$ cat config.mk
export PLATFORM = sky130hd
export DESIGN_NAME = dcache_top
export DESIGN_NICKNAME = d
export VERILOG_FILES = /design/src/hw/cache_types_pkg.sv /design/src/hw/mem_bus_pkg.sv /design/src/hw/dcache_array.sv /design/src/hw/dcache_lookup.sv /design/src/hw/dcache_mem_port.sv /design/src/hw/dcache_ctrl.sv /design/src/hw/dcache_top.sv
export VERILOG_INCLUDE_DIRS = /design/src /design/src/include
export SDC_FILE = /design/constraint.sdc
export NUM_CORES = 2
export LEC_CHECK = 0
export BUFFER_PORTS_ARGS = -buffer_cell sky130_fd_sc_hd__buf_4
export CORE_AREA = 2 2 390 296
export DETAILED_ROUTE_END_ITERATION = 10
export DIE_AREA = 0 0 392 298
export PLACE_DENSITY = 0.78
export SETUP_SLACK_MARGIN = 0.15
export SLEW_MARGIN = 20
export SYNTH_ARGS = -nofsm -noshare
export SYNTH_HDL_FRONTEND = slang
export SYNTH_SLANG_ARGS = --single-unit
$ cat constraint.sdc
create_clock -name CLK -period 6.5 [get_ports CLK]
set_input_delay 0 -clock CLK [delete_from_list [all_inputs] [get_ports CLK]]
set_output_delay 0 -clock CLK [all_outputs]
set_load 0.05 [all_outputs]
$ cat src/include/dcache_consts.svh
`ifndef DCACHE_CONSTS_SVH
`define DCACHE_CONSTS_SVH

// ======================================================================
// data cache geometry
// ======================================================================

// sets, indexed by address bits 5:3
`define DC_SETS 8

// ways per set
`define DC_WAYS 2

// rows walked by the halt flush, sets times ways
// sized to match the flush row counter
`define DC_ROWS 5'd16

// word that receives the hit counter once the flush is done
`define DC_COUNT_ADDR 32'h0000_3100

`endif

$ cat src/hw/cache_types_pkg.sv
package cache_types_pkg;

   // ======================================================================
   // address split
   // ======================================================================

   // tag is address bits 31:6
   typedef logic [25:0] tag_t;

   // set index is address bits 5:3
   typedef logic [2:0] set_idx_t;

   // 0-7 way 0, 8-15 way 1, 16 means the walk is over
   typedef logic [4:0] row_t;

   typedef logic way_t;

   // ======================================================================
   // controller
   // ======================================================================

   typedef enum logic [3:0] {
      IDLE, WB0, WB1, FILL0, FILL1, SCAN, FLUSH0, FLUSH1, COUNT, HALTED
   } dc_state_e;

   // what the memory port drives this cycle
   typedef enum logic [2:0] {
      OP_NONE,
      OP_WB,
      OP_FILL,
      OP_FLUSH,
      OP_COUNT
   } mem_op_e;

endpackage

$ cat src/hw/mem_bus_pkg.sv
package mem_bus_pkg;

   // ======================================================================
   // memory bus
   // ======================================================================

   // one data word on either side of the cache
   typedef logic [31:0] word_t;

   // byte address, bits 1:0 always zero for word accesses
   typedef logic [31:0] addr_t;

endpackage

$ cat src/hw/dcache_array.sv
`timescale 1ns/1ns
`include "dcache_consts.svh"

module dcache_array (
   input  logic                      CLK,
   input  logic                      nRST,
   input  cache_types_pkg::set_idx_t set_idx,
   input  cache_types_pkg::way_t     wr_way,
   input  logic                      wr_word,
   input  logic                      tag_we,
   input  logic                      data_we,
   input  logic                      dirty_set,
   input  logic                      dirty_clr,
   input  cache_types_pkg::tag_t     wr_tag,
   input  mem_bus_pkg::word_t        wr_data,
   output cache_types_pkg::tag_t     tag0,
   output cache_types_pkg::tag_t     tag1,
   output logic                      valid0,
   output logic                      valid1,
   output logic                      dirty0,
   output logic                      dirty1,
   output mem_bus_pkg::word_t        data0_w0,
   output mem_bus_pkg::word_t        data0_w1,
   output mem_bus_pkg::word_t        data1_w0,
   output mem_bus_pkg::word_t        data1_w1
);

   cache_types_pkg::tag_t tag_mem [`DC_SETS][`DC_WAYS];
   mem_bus_pkg::word_t    data_mem [`DC_SETS][`DC_WAYS][2];

   logic [`DC_SETS-1:0][`DC_WAYS-1:0] valid_q;
   logic [`DC_SETS-1:0][`DC_WAYS-1:0] dirty_q;

   // ======================================================================
   // storage
   // ======================================================================

   always_ff @(posedge CLK)
   begin
      if (tag_we)
      begin
         tag_mem[set_idx][wr_way] <= wr_tag;
      end
      if (data_we)
      begin
         data_mem[set_idx][wr_way][wr_word] <= wr_data;
      end
   end

   // a tag write makes the way valid
   always_ff @(posedge CLK or negedge nRST)
   begin
      if (nRST == 0)
      begin
         valid_q <= '0;
         dirty_q <= '0;
      end
      else
      begin
         if (tag_we)
         begin
            valid_q[set_idx][wr_way] <= 1'b1;
         end
         if (dirty_clr)
         begin
            dirty_q[set_idx][wr_way] <= 1'b0;
         end
         else if (dirty_set)
         begin
            dirty_q[set_idx][wr_way] <= 1'b1;
         end
      end
   end

   // both ways of the selected set
   assign tag0     = tag_mem[set_idx][0];
   assign tag1     = tag_mem[set_idx][1];
   assign valid0   = valid_q[set_idx][0];
   assign valid1   = valid_q[set_idx][1];
   assign dirty0   = dirty_q[set_idx][0];
   assign dirty1   = dirty_q[set_idx][1];
   assign data0_w0 = data_mem[set_idx][0][0];
   assign data0_w1 = data_mem[set_idx][0][1];
   assign data1_w0 = data_mem[set_idx][1][0];
   assign data1_w1 = data_mem[set_idx][1][1];

endmodule

$ cat src/hw/dcache_lookup.sv
`timescale 1ns/1ns
`include "dcache_consts.svh"

module dcache_lookup (
   input  logic                      CLK,
   input  logic                      nRST,
   input  logic                      lookup_en,
   input  logic                      dmem_ren,
   input  logic                      dmem_wen,
   input  logic                      fill_done,
   input  cache_types_pkg::tag_t     req_tag,
   input  cache_types_pkg::set_idx_t set_idx,
   input  logic                      word_sel,
   input  cache_types_pkg::tag_t     tag0,
   input  cache_types_pkg::tag_t     tag1,
   input  logic                      valid0,
   input  logic                      valid1,
   input  logic                      dirty0,
   input  logic                      dirty1,
   input  mem_bus_pkg::word_t        data0_w0,
   input  mem_bus_pkg::word_t        data0_w1,
   input  mem_bus_pkg::word_t        data1_w0,
   input  mem_bus_pkg::word_t        data1_w1,
   output logic                      hit,
   output cache_types_pkg::way_t     hit_way,
   output cache_types_pkg::way_t     victim_way,
   output logic                      victim_dirty,
   output mem_bus_pkg::word_t        dmem_load,
   output mem_bus_pkg::word_t        hit_count
);

   logic req;
   logic match0;
   logic match1;

   // one bit per set naming the most recently used way
   logic [`DC_SETS-1:0] lru_q;

   assign req    = lookup_en && (dmem_ren || dmem_wen);
   assign match0 = valid0 && (tag0 == req_tag);
   assign match1 = valid1 && (tag1 == req_tag);
   assign hit    = req && (match0 || match1);

   assign hit_way      = match1;
   assign victim_way   = ~lru_q[set_idx];
   assign victim_dirty = victim_way ? dirty1 : dirty0;

   always_comb
   begin
      case ({hit_way, word_sel})
         2'b00:   dmem_load = data0_w0;
         2'b01:   dmem_load = data0_w1;
         2'b10:   dmem_load = data1_w0;
         default: dmem_load = data1_w1;
      endcase
   end

   // a miss costs one, the retry after the fill gives it back
   always_ff @(posedge CLK or negedge nRST)
   begin
      if (nRST == 0)
      begin
         lru_q     <= '0;
         hit_count <= '0;
      end
      else
      begin
         if (hit)
         begin
            lru_q[set_idx] <= hit_way;
         end
         else if (fill_done)
         begin
            lru_q[set_idx] <= victim_way;
         end
         if (req)
         begin
            hit_count <= hit ? hit_count + 32'd1 : hit_count - 32'd1;
         end
      end
   end

endmodule

$ cat src/hw/dcache_mem_port.sv
`timescale 1ns/1ns
`include "dcache_consts.svh"

module dcache_mem_port (
   input  cache_types_pkg::mem_op_e  op,
   input  logic                      word_sel,
   input  cache_types_pkg::tag_t     req_tag,
   input  cache_types_pkg::set_idx_t set_idx,
   input  cache_types_pkg::tag_t     victim_tag,
   input  mem_bus_pkg::word_t        victim_w0,
   input  mem_bus_pkg::word_t        victim_w1,
   input  cache_types_pkg::row_t     flush_row,
   input  cache_types_pkg::tag_t     flush_tag,
   input  mem_bus_pkg::word_t        flush_w0,
   input  mem_bus_pkg::word_t        flush_w1,
   input  mem_bus_pkg::word_t        hit_count,
   output logic                      mem_ren,
   output logic                      mem_wen,
   output mem_bus_pkg::addr_t        mem_addr,
   output mem_bus_pkg::word_t        mem_store
);

   // word address inside a two-word block
   function automatic mem_bus_pkg::addr_t block_addr(
      input cache_types_pkg::tag_t     tag,
      input cache_types_pkg::set_idx_t set,
      input logic                      word
   );
      return {tag, set, word, 2'b00};
   endfunction

   assign mem_ren = (op == cache_types_pkg::OP_FILL);
   assign mem_wen = (op == cache_types_pkg::OP_WB) || (op == cache_types_pkg::OP_FLUSH) ||
                    (op == cache_types_pkg::OP_COUNT);

   always_comb
   begin
      mem_addr  = '0;
      mem_store = '0;
      case (op)
         cache_types_pkg::OP_WB:
         begin
            mem_addr  = block_addr(victim_tag, set_idx, word_sel);
            mem_store = word_sel ? victim_w1 : victim_w0;
         end
         cache_types_pkg::OP_FILL: mem_addr = block_addr(req_tag, set_idx, word_sel);
         cache_types_pkg::OP_FLUSH:
         begin
            mem_addr  = block_addr(flush_tag, flush_row[2:0], word_sel);
            mem_store = word_sel ? flush_w1 : flush_w0;
         end
         cache_types_pkg::OP_COUNT:
         begin
            mem_addr  = `DC_COUNT_ADDR;
            mem_store = hit_count;
         end
         default: ;
      endcase
   end

endmodule

$ cat src/hw/dcache_ctrl.sv
`timescale 1ns/1ns
`include "dcache_consts.svh"

module dcache_ctrl (
   input  logic                     CLK,
   input  logic                     nRST,
   input  logic                     dmem_ren,
   input  logic                     dmem_wen,
   input  logic                     halt,
   input  logic                     dwait,
   input  logic                     hit,
   input  logic                     victim_dirty,
   input  logic                     row_dirty,
   output logic                     lookup_en,
   output logic                     tag_we,
   output logic                     data_we,
   output logic                     dirty_set,
   output logic                     dirty_clr,
   output cache_types_pkg::way_t    fill_way,
   output cache_types_pkg::way_t    flush_way,
   output logic                     word_sel,
   output logic                     flushed,
   output logic                     set_sel_flush,
   output cache_types_pkg::row_t    flush_row,
   output cache_types_pkg::mem_op_e op
);

   cache_types_pkg::dc_state_e state;
   cache_types_pkg::dc_state_e next_state;
   cache_types_pkg::row_t      next_row;

   always_ff @(posedge CLK or negedge nRST)
   begin
      if (nRST == 0)
      begin
         state     <= cache_types_pkg::IDLE;
         flush_row <= '0;
      end
      else
      begin
         state     <= next_state;
         flush_row <= next_row;
      end
   end

   // ======================================================================
   // next state
   // ======================================================================

   always_comb
   begin
      next_state = state;
      next_row   = flush_row;
      case (state)
         cache_types_pkg::IDLE:
         begin
            if (halt)
            begin
               next_state = cache_types_pkg::SCAN;
               next_row   = '0;
            end
            else if ((dmem_ren || dmem_wen) && !hit)
            begin
               next_state = victim_dirty ? cache_types_pkg::WB0 : cache_types_pkg::FILL0;
            end
         end
         cache_types_pkg::WB0:    if (!dwait) next_state = cache_types_pkg::WB1;
         cache_types_pkg::WB1:    if (!dwait) next_state = cache_types_pkg::FILL0;
         cache_types_pkg::FILL0:  if (!dwait) next_state = cache_types_pkg::FILL1;
         cache_types_pkg::FILL1:  if (!dwait) next_state = cache_types_pkg::IDLE;
         // one cycle per row, dirty rows detour through the flush writes
         cache_types_pkg::SCAN:
         begin
            if (flush_row == `DC_ROWS)
               next_state = cache_types_pkg::COUNT;
            else if (row_dirty)
               next_state = cache_types_pkg::FLUSH0;
            else
               next_row = flush_row + 1'b1;
         end
         cache_types_pkg::FLUSH0: if (!dwait) next_state = cache_types_pkg::FLUSH1;
         cache_types_pkg::FLUSH1:
         begin
            if (!dwait)
            begin
               next_state = cache_types_pkg::SCAN;
               next_row   = flush_row + 1'b1;
            end
         end
         cache_types_pkg::COUNT:  if (!dwait) next_state = cache_types_pkg::HALTED;
         cache_types_pkg::HALTED: next_state = cache_types_pkg::HALTED;
         default:                 next_state = cache_types_pkg::IDLE;
      endcase
   end

   // ======================================================================
   // outputs
   // ======================================================================

   always_comb
   begin
      lookup_en     = 1'b0;
      tag_we        = 1'b0;
      data_we       = 1'b0;
      dirty_set     = 1'b0;
      dirty_clr     = 1'b0;
      fill_way      = 1'b0;
      word_sel      = 1'b0;
      set_sel_flush = 1'b0;
      op            = cache_types_pkg::OP_NONE;
      case (state)
         cache_types_pkg::IDLE:
         begin
            lookup_en = !halt;
            data_we   = hit && dmem_wen;
            dirty_set = hit && dmem_wen;
         end
         cache_types_pkg::WB0: op = cache_types_pkg::OP_WB;
         cache_types_pkg::WB1:
         begin
            op       = cache_types_pkg::OP_WB;
            word_sel = 1'b1;
         end
         // fill writes land in the victim way
         cache_types_pkg::FILL0:
         begin
            op       = cache_types_pkg::OP_FILL;
            fill_way = 1'b1;
            data_we  = !dwait;
         end
         cache_types_pkg::FILL1:
         begin
            op        = cache_types_pkg::OP_FILL;
            fill_way  = 1'b1;
            word_sel  = 1'b1;
            data_we   = !dwait;
            tag_we    = !dwait;
            dirty_clr = !dwait;
         end
         cache_types_pkg::SCAN: set_sel_flush = 1'b1;
         cache_types_pkg::FLUSH0:
         begin
            op            = cache_types_pkg::OP_FLUSH;
            set_sel_flush = 1'b1;
         end
         cache_types_pkg::FLUSH1:
         begin
            op            = cache_types_pkg::OP_FLUSH;
            set_sel_flush = 1'b1;
            word_sel      = 1'b1;
         end
         cache_types_pkg::COUNT: op = cache_types_pkg::OP_COUNT;
         default: ;
      endcase
   end

   assign flush_way = flush_row[3];
   assign flushed   = (state == cache_types_pkg::HALTED);

endmodule

$ cat src/hw/dcache_top.sv
`timescale 1ns/1ns

module dcache_top (
   input  logic               CLK,
   input  logic               nRST,
   input  logic               dmem_ren,
   input  logic               dmem_wen,
   input  logic               halt,
   input  logic               dwait,
   input  mem_bus_pkg::addr_t dmem_addr,
   input  mem_bus_pkg::word_t dmem_store,
   input  mem_bus_pkg::word_t mem_load,
   output logic               dhit,
   output logic               flushed,
   output logic               mem_ren,
   output logic               mem_wen,
   output mem_bus_pkg::word_t dmem_load,
   output mem_bus_pkg::word_t mem_store,
   output mem_bus_pkg::addr_t mem_addr
);

   logic lookup_en, tag_we, data_we, dirty_set, dirty_clr, word_sel, set_sel_flush;
   logic hit, victim_dirty, row_dirty, wr_word;
   logic valid0, valid1, dirty0, dirty1;
   cache_types_pkg::way_t     fill_way, flush_way, hit_way, victim_way, wr_way;
   cache_types_pkg::row_t     flush_row;
   cache_types_pkg::mem_op_e  op;
   cache_types_pkg::set_idx_t set_idx;
   cache_types_pkg::tag_t     req_tag, tag0, tag1, victim_tag, flush_tag;
   mem_bus_pkg::word_t        data0_w0, data0_w1, data1_w0, data1_w1, hit_count, wr_data;
   mem_bus_pkg::word_t        victim_w0, victim_w1, flush_w0, flush_w1;

   assign req_tag = dmem_addr[31:6];
   assign set_idx = set_sel_flush ? flush_row[2:0] : dmem_addr[5:3];
   assign dhit    = hit;

   // fills take memory data into the victim, hits take the store word
   assign wr_way  = fill_way ? victim_way : hit_way;
   assign wr_word = (op == cache_types_pkg::OP_FILL) ? word_sel : dmem_addr[2];
   assign wr_data = (op == cache_types_pkg::OP_FILL) ? mem_load : dmem_store;

   assign victim_tag = victim_way ? tag1 : tag0;
   assign victim_w0  = victim_way ? data1_w0 : data0_w0;
   assign victim_w1  = victim_way ? data1_w1 : data0_w1;
   assign flush_tag  = flush_way ? tag1 : tag0;
   assign flush_w0   = flush_way ? data1_w0 : data0_w0;
   assign flush_w1   = flush_way ? data1_w1 : data0_w1;
   assign row_dirty  = flush_way ? dirty1 : dirty0;

   dcache_ctrl ctrl_i (.*);

   dcache_array array_i (.*, .wr_tag(req_tag));

   dcache_lookup lookup_i (.*, .fill_done(tag_we), .word_sel(dmem_addr[2]));

   dcache_mem_port mem_port_i (.*);

endmodule

==> results_dict.tcl <==
set metrics [dict create \
    htree_num_levels 4 \
    drt_wl_total_mm 237 \
    grt_pass1_vias 44407 \
    n_fill_cell 7561 \
    antenna_found_initial 7 \
    maxCapViolations 0 \
    ys_seq_area_share_pct 72.0 \
    cts_buffer_depth 3 \
    relSlewSlack_pct 22.1 \
    layout-drive-gt1-share_pct 26.1 \
    worstMarginPinSlew_ns 1.16 \
    synth_top_area_share_pct 68.8 \
    syn_area_per_cell_um2 14.4 \
    ys_top_cells_by_area "edfxtp_1 69%, o22ai_1 3.3%, dfrtp_1 3.2%, nor2_1 2.1%, nand2_1 1.7%" \
    power_leakage_nw 26.6 \
    synth-edff-count 1440 \
    drcViolationCount 0 \
    min_to "array_i.data_mem[4][78]$_DFFE_PP_" \
    cts_buffers 143 \
    dpl.hpwl_mm 154 \
    syn_area_um2 62800 \
    gr-total-overflow 0 \
    clock_latency_ns 0.81 \
    final_common_cell "edfxtp_1" \
    rows 107 \
    clock.fmax_mhz 156 \
    slowest_stage "o211ai_1" \
    async_flop_share_pct 5.33 \
    rsz0062_at_grt "true" \
    pre_cts_slack_ns -0.482 \
    final_cell_mix "1,440 x edfxtp_1, 772 x buf_4, 331 x o22ai_1" \
    yosys_register_bits 1521 \
    start_util_pct 55.7 \
    fin_skew_ns 0.0522 \
    cp_data_required_time_ns 7.17 \
    io_buffers 197 \
    grt_pass1_wl_mm 329 \
    outcome "finished, final reports clean" \
    rr_startpoint "ctrl_i.state[3]$_DFFE_PN0P_" \
    utilization_pct 68.0 \
    fin_nets 5233 \
    yosys_warnings 0 \
    grt_max_degree 73 \
    final_hold_viol_count 0 \
    slowest_delay_ns 0.49 \
    via_per_inst 7.01 \
    hp-class "in2reg" \
    io_pins 202 \
    min_period_ns 6.43 \
    dieArea_um2 117000 \
    cp.arrival_ns 7.10 \
    criticalPathCategory "reg2reg" \
    grtUsageTotal_pct 40.2 \
    setup_slack_ns 0.0703 \
    timing.rr.end "lookup_i.hit_count[31]$_DFFE_PN0P_" \
    cts_num_sinks 1521 \
    power_density_nw_per_um2 480 \
    reg2regPathDepth 29 \
    rrSetupSlack_ns 0.07 \
    synth_top_area_cell "edfxtp_1" \
    setup_violations 0 \
    core-area_um2 113000 \
    cpMostUsedCell "buf_6" \
    wire_per_inst_um 35.1 \
    yosysUniqueCellTypes 110 \
    hp-start "dmem_store[14]" \
    syn-instance-count 4351 \
    cp-start-kind "flip-flop" \
    cp_max_fo 6 \
    die_h_um 298 \
    final_antenna_net_count 0 \
    clk_pin_slew_ns 0.07 \
    area_growth_syn_to_layout_pct 22.1 \
    min_path_cells 2 \
    die_x_um 392 \
    ys.flop_type "edfxtp_1" \
    crit_path_end_kind "flip-flop" \
    root_buffer "clkbuf_16" \
    drt-pass1-iter-count 8 \
    initialDrtViolationCount 8745 \
    vias 47282 \
    place_congestion 1.04 \
    vdd_ir_drop_max_uv 790 \
    final_cells 6747 \
    cts_tree "built" \
    slew_violations 0 \
    dp.cells 6407 \
    whs_ns 0.0437 \
    fin_crit_sh_pct 98.9 \
]
## registers in the layout, summed over array words and instances (netlist names), named ones only
name,flops
ctrl_i.flush_row,5
lookup_i.lru_q,8
array_i.tag_mem,416
lookup_i.hit_count,32
ctrl_i.state,4
array_i.data_mem,1024
array_i.valid_q,16
## Yosys cell counts, types with 55 or more instances
library cell / n
a21oi_1: 161
a22oi_1: 96
clkbuf_1: 175
dfrtp_1: 81
edfxtp_1: 1440
inv_1: 55
mux2i_1: 78
nand2_1: 290
nand3_1: 123
nor2_1: 344
o21ai_0: 147
o221ai_1: 75
o22ai_1: 334
## through the flow
step | setup TNS (ns) | total power [mW] | area [µm²]
after floorplan | 0 | 20.3 | 62800
after global placement | -1.87 | 27.2 | 70700
after detailed placement | -2.35 | 27.3 | 70700
after CTS | 0 | 35.8 | 76200
after global routing | -0.0836 | 37.5 | 76700
final | 0 | 36.8 | 76700
## repair_timing
item / in CTS / in global routing
pin swaps: 40 / 34
setup endpoints to repair: 10 / 14
gates cloned: 1 / 1
setup buffers: 17 / 16
hold endpoints to repair: 542 / 14
hold buffers: 35 / 1
gates resized for setup: 77 / 65
## layout make-up
class	count	area (µm²)	share of cell area [%]
antenna	6	15.0	0.0196
clock buffer	177	3740	4.87
clock inverter	85	808	1.05
inverter	57	218	0.284
multi-input combinational	2502	17400	22.7
sequential	1521	45300	59.0
tap	1526	1910	2.49
timing repair buffer	873	7350	9.58
## cells by family (layout without fill, tap and decap cells)
family | after synthesis | count (layout) | synth area share [%]
buf+inv | 330 | 1192 | 2.19
other cells | 1 | 8 | 0.00597
mux | 158 | 158 | 3.29
fa+ha+maj | 33 | 33 | 0.669
simple gates | 1094 | 1095 | 8.42
xor+xnor | 74 | 74 | 1.03
compound gates | 1140 | 1140 | 12.4
flops | 1521 | 1521 | 72.0
## critical path: cells and delay by family, from the launching register on
family | cells | cell delay (ns)
and+or+nand+nor | 8 | 1.79
adders and majority gates | 1 | 0.25
AOI/OAI and AO/OA | 13 | 2.83
buffers and inverters | 6 | 0.90
DFF | 1 | 0.42
xor gates and xnor gates | 1 | 0.16
## worst max-delay path by stage
stage | from | endpoint | cells past startpoint
final | ctrl_i.state[3]$_DFFE_PN0P_ | lookup_i.hit_count[31]$_DFFE_PN0P_ | 29
after floorplan | ctrl_i.state[1]$_DFFE_PN0P_ | lookup_i.hit_count[30]$_DFFE_PN0P_ | 28
after CTS | ctrl_i.state[3]$_DFFE_PN0P_ | lookup_i.hit_count[31]$_DFFE_PN0P_ | 27
after detailed placement | ctrl_i.state[1]$_DFFE_PN0P_ | lookup_i.hit_count[30]$_DFFE_PN0P_ | 31
after global placement | ctrl_i.state[1]$_DFFE_PN0P_ | lookup_i.hit_count[31]$_DFFE_PN0P_ | 29
after global routing | ctrl_i.state[2]$_DFFE_PN0P_ | lookup_i.hit_count[30]$_DFFE_PN0P_ | 32
## layer usage
layer | routed length [µm] | GRT usage (%)
met1 | 82900 | 56.4
met2 | 94200 | 52.9
met4 | 11800 | 16.1
met5 | 177 | 0.992
met3 | 48100 | 20.2
## power by group
part	internal [mW]	switching, mW	total (mW)
combinational	5.48	10.9	16.4
sequential	11.8	0.308	12.1
clock	4.50	3.80	8.30
total	21.8	15.1	36.8
Power figures use the tool's default switching activity.
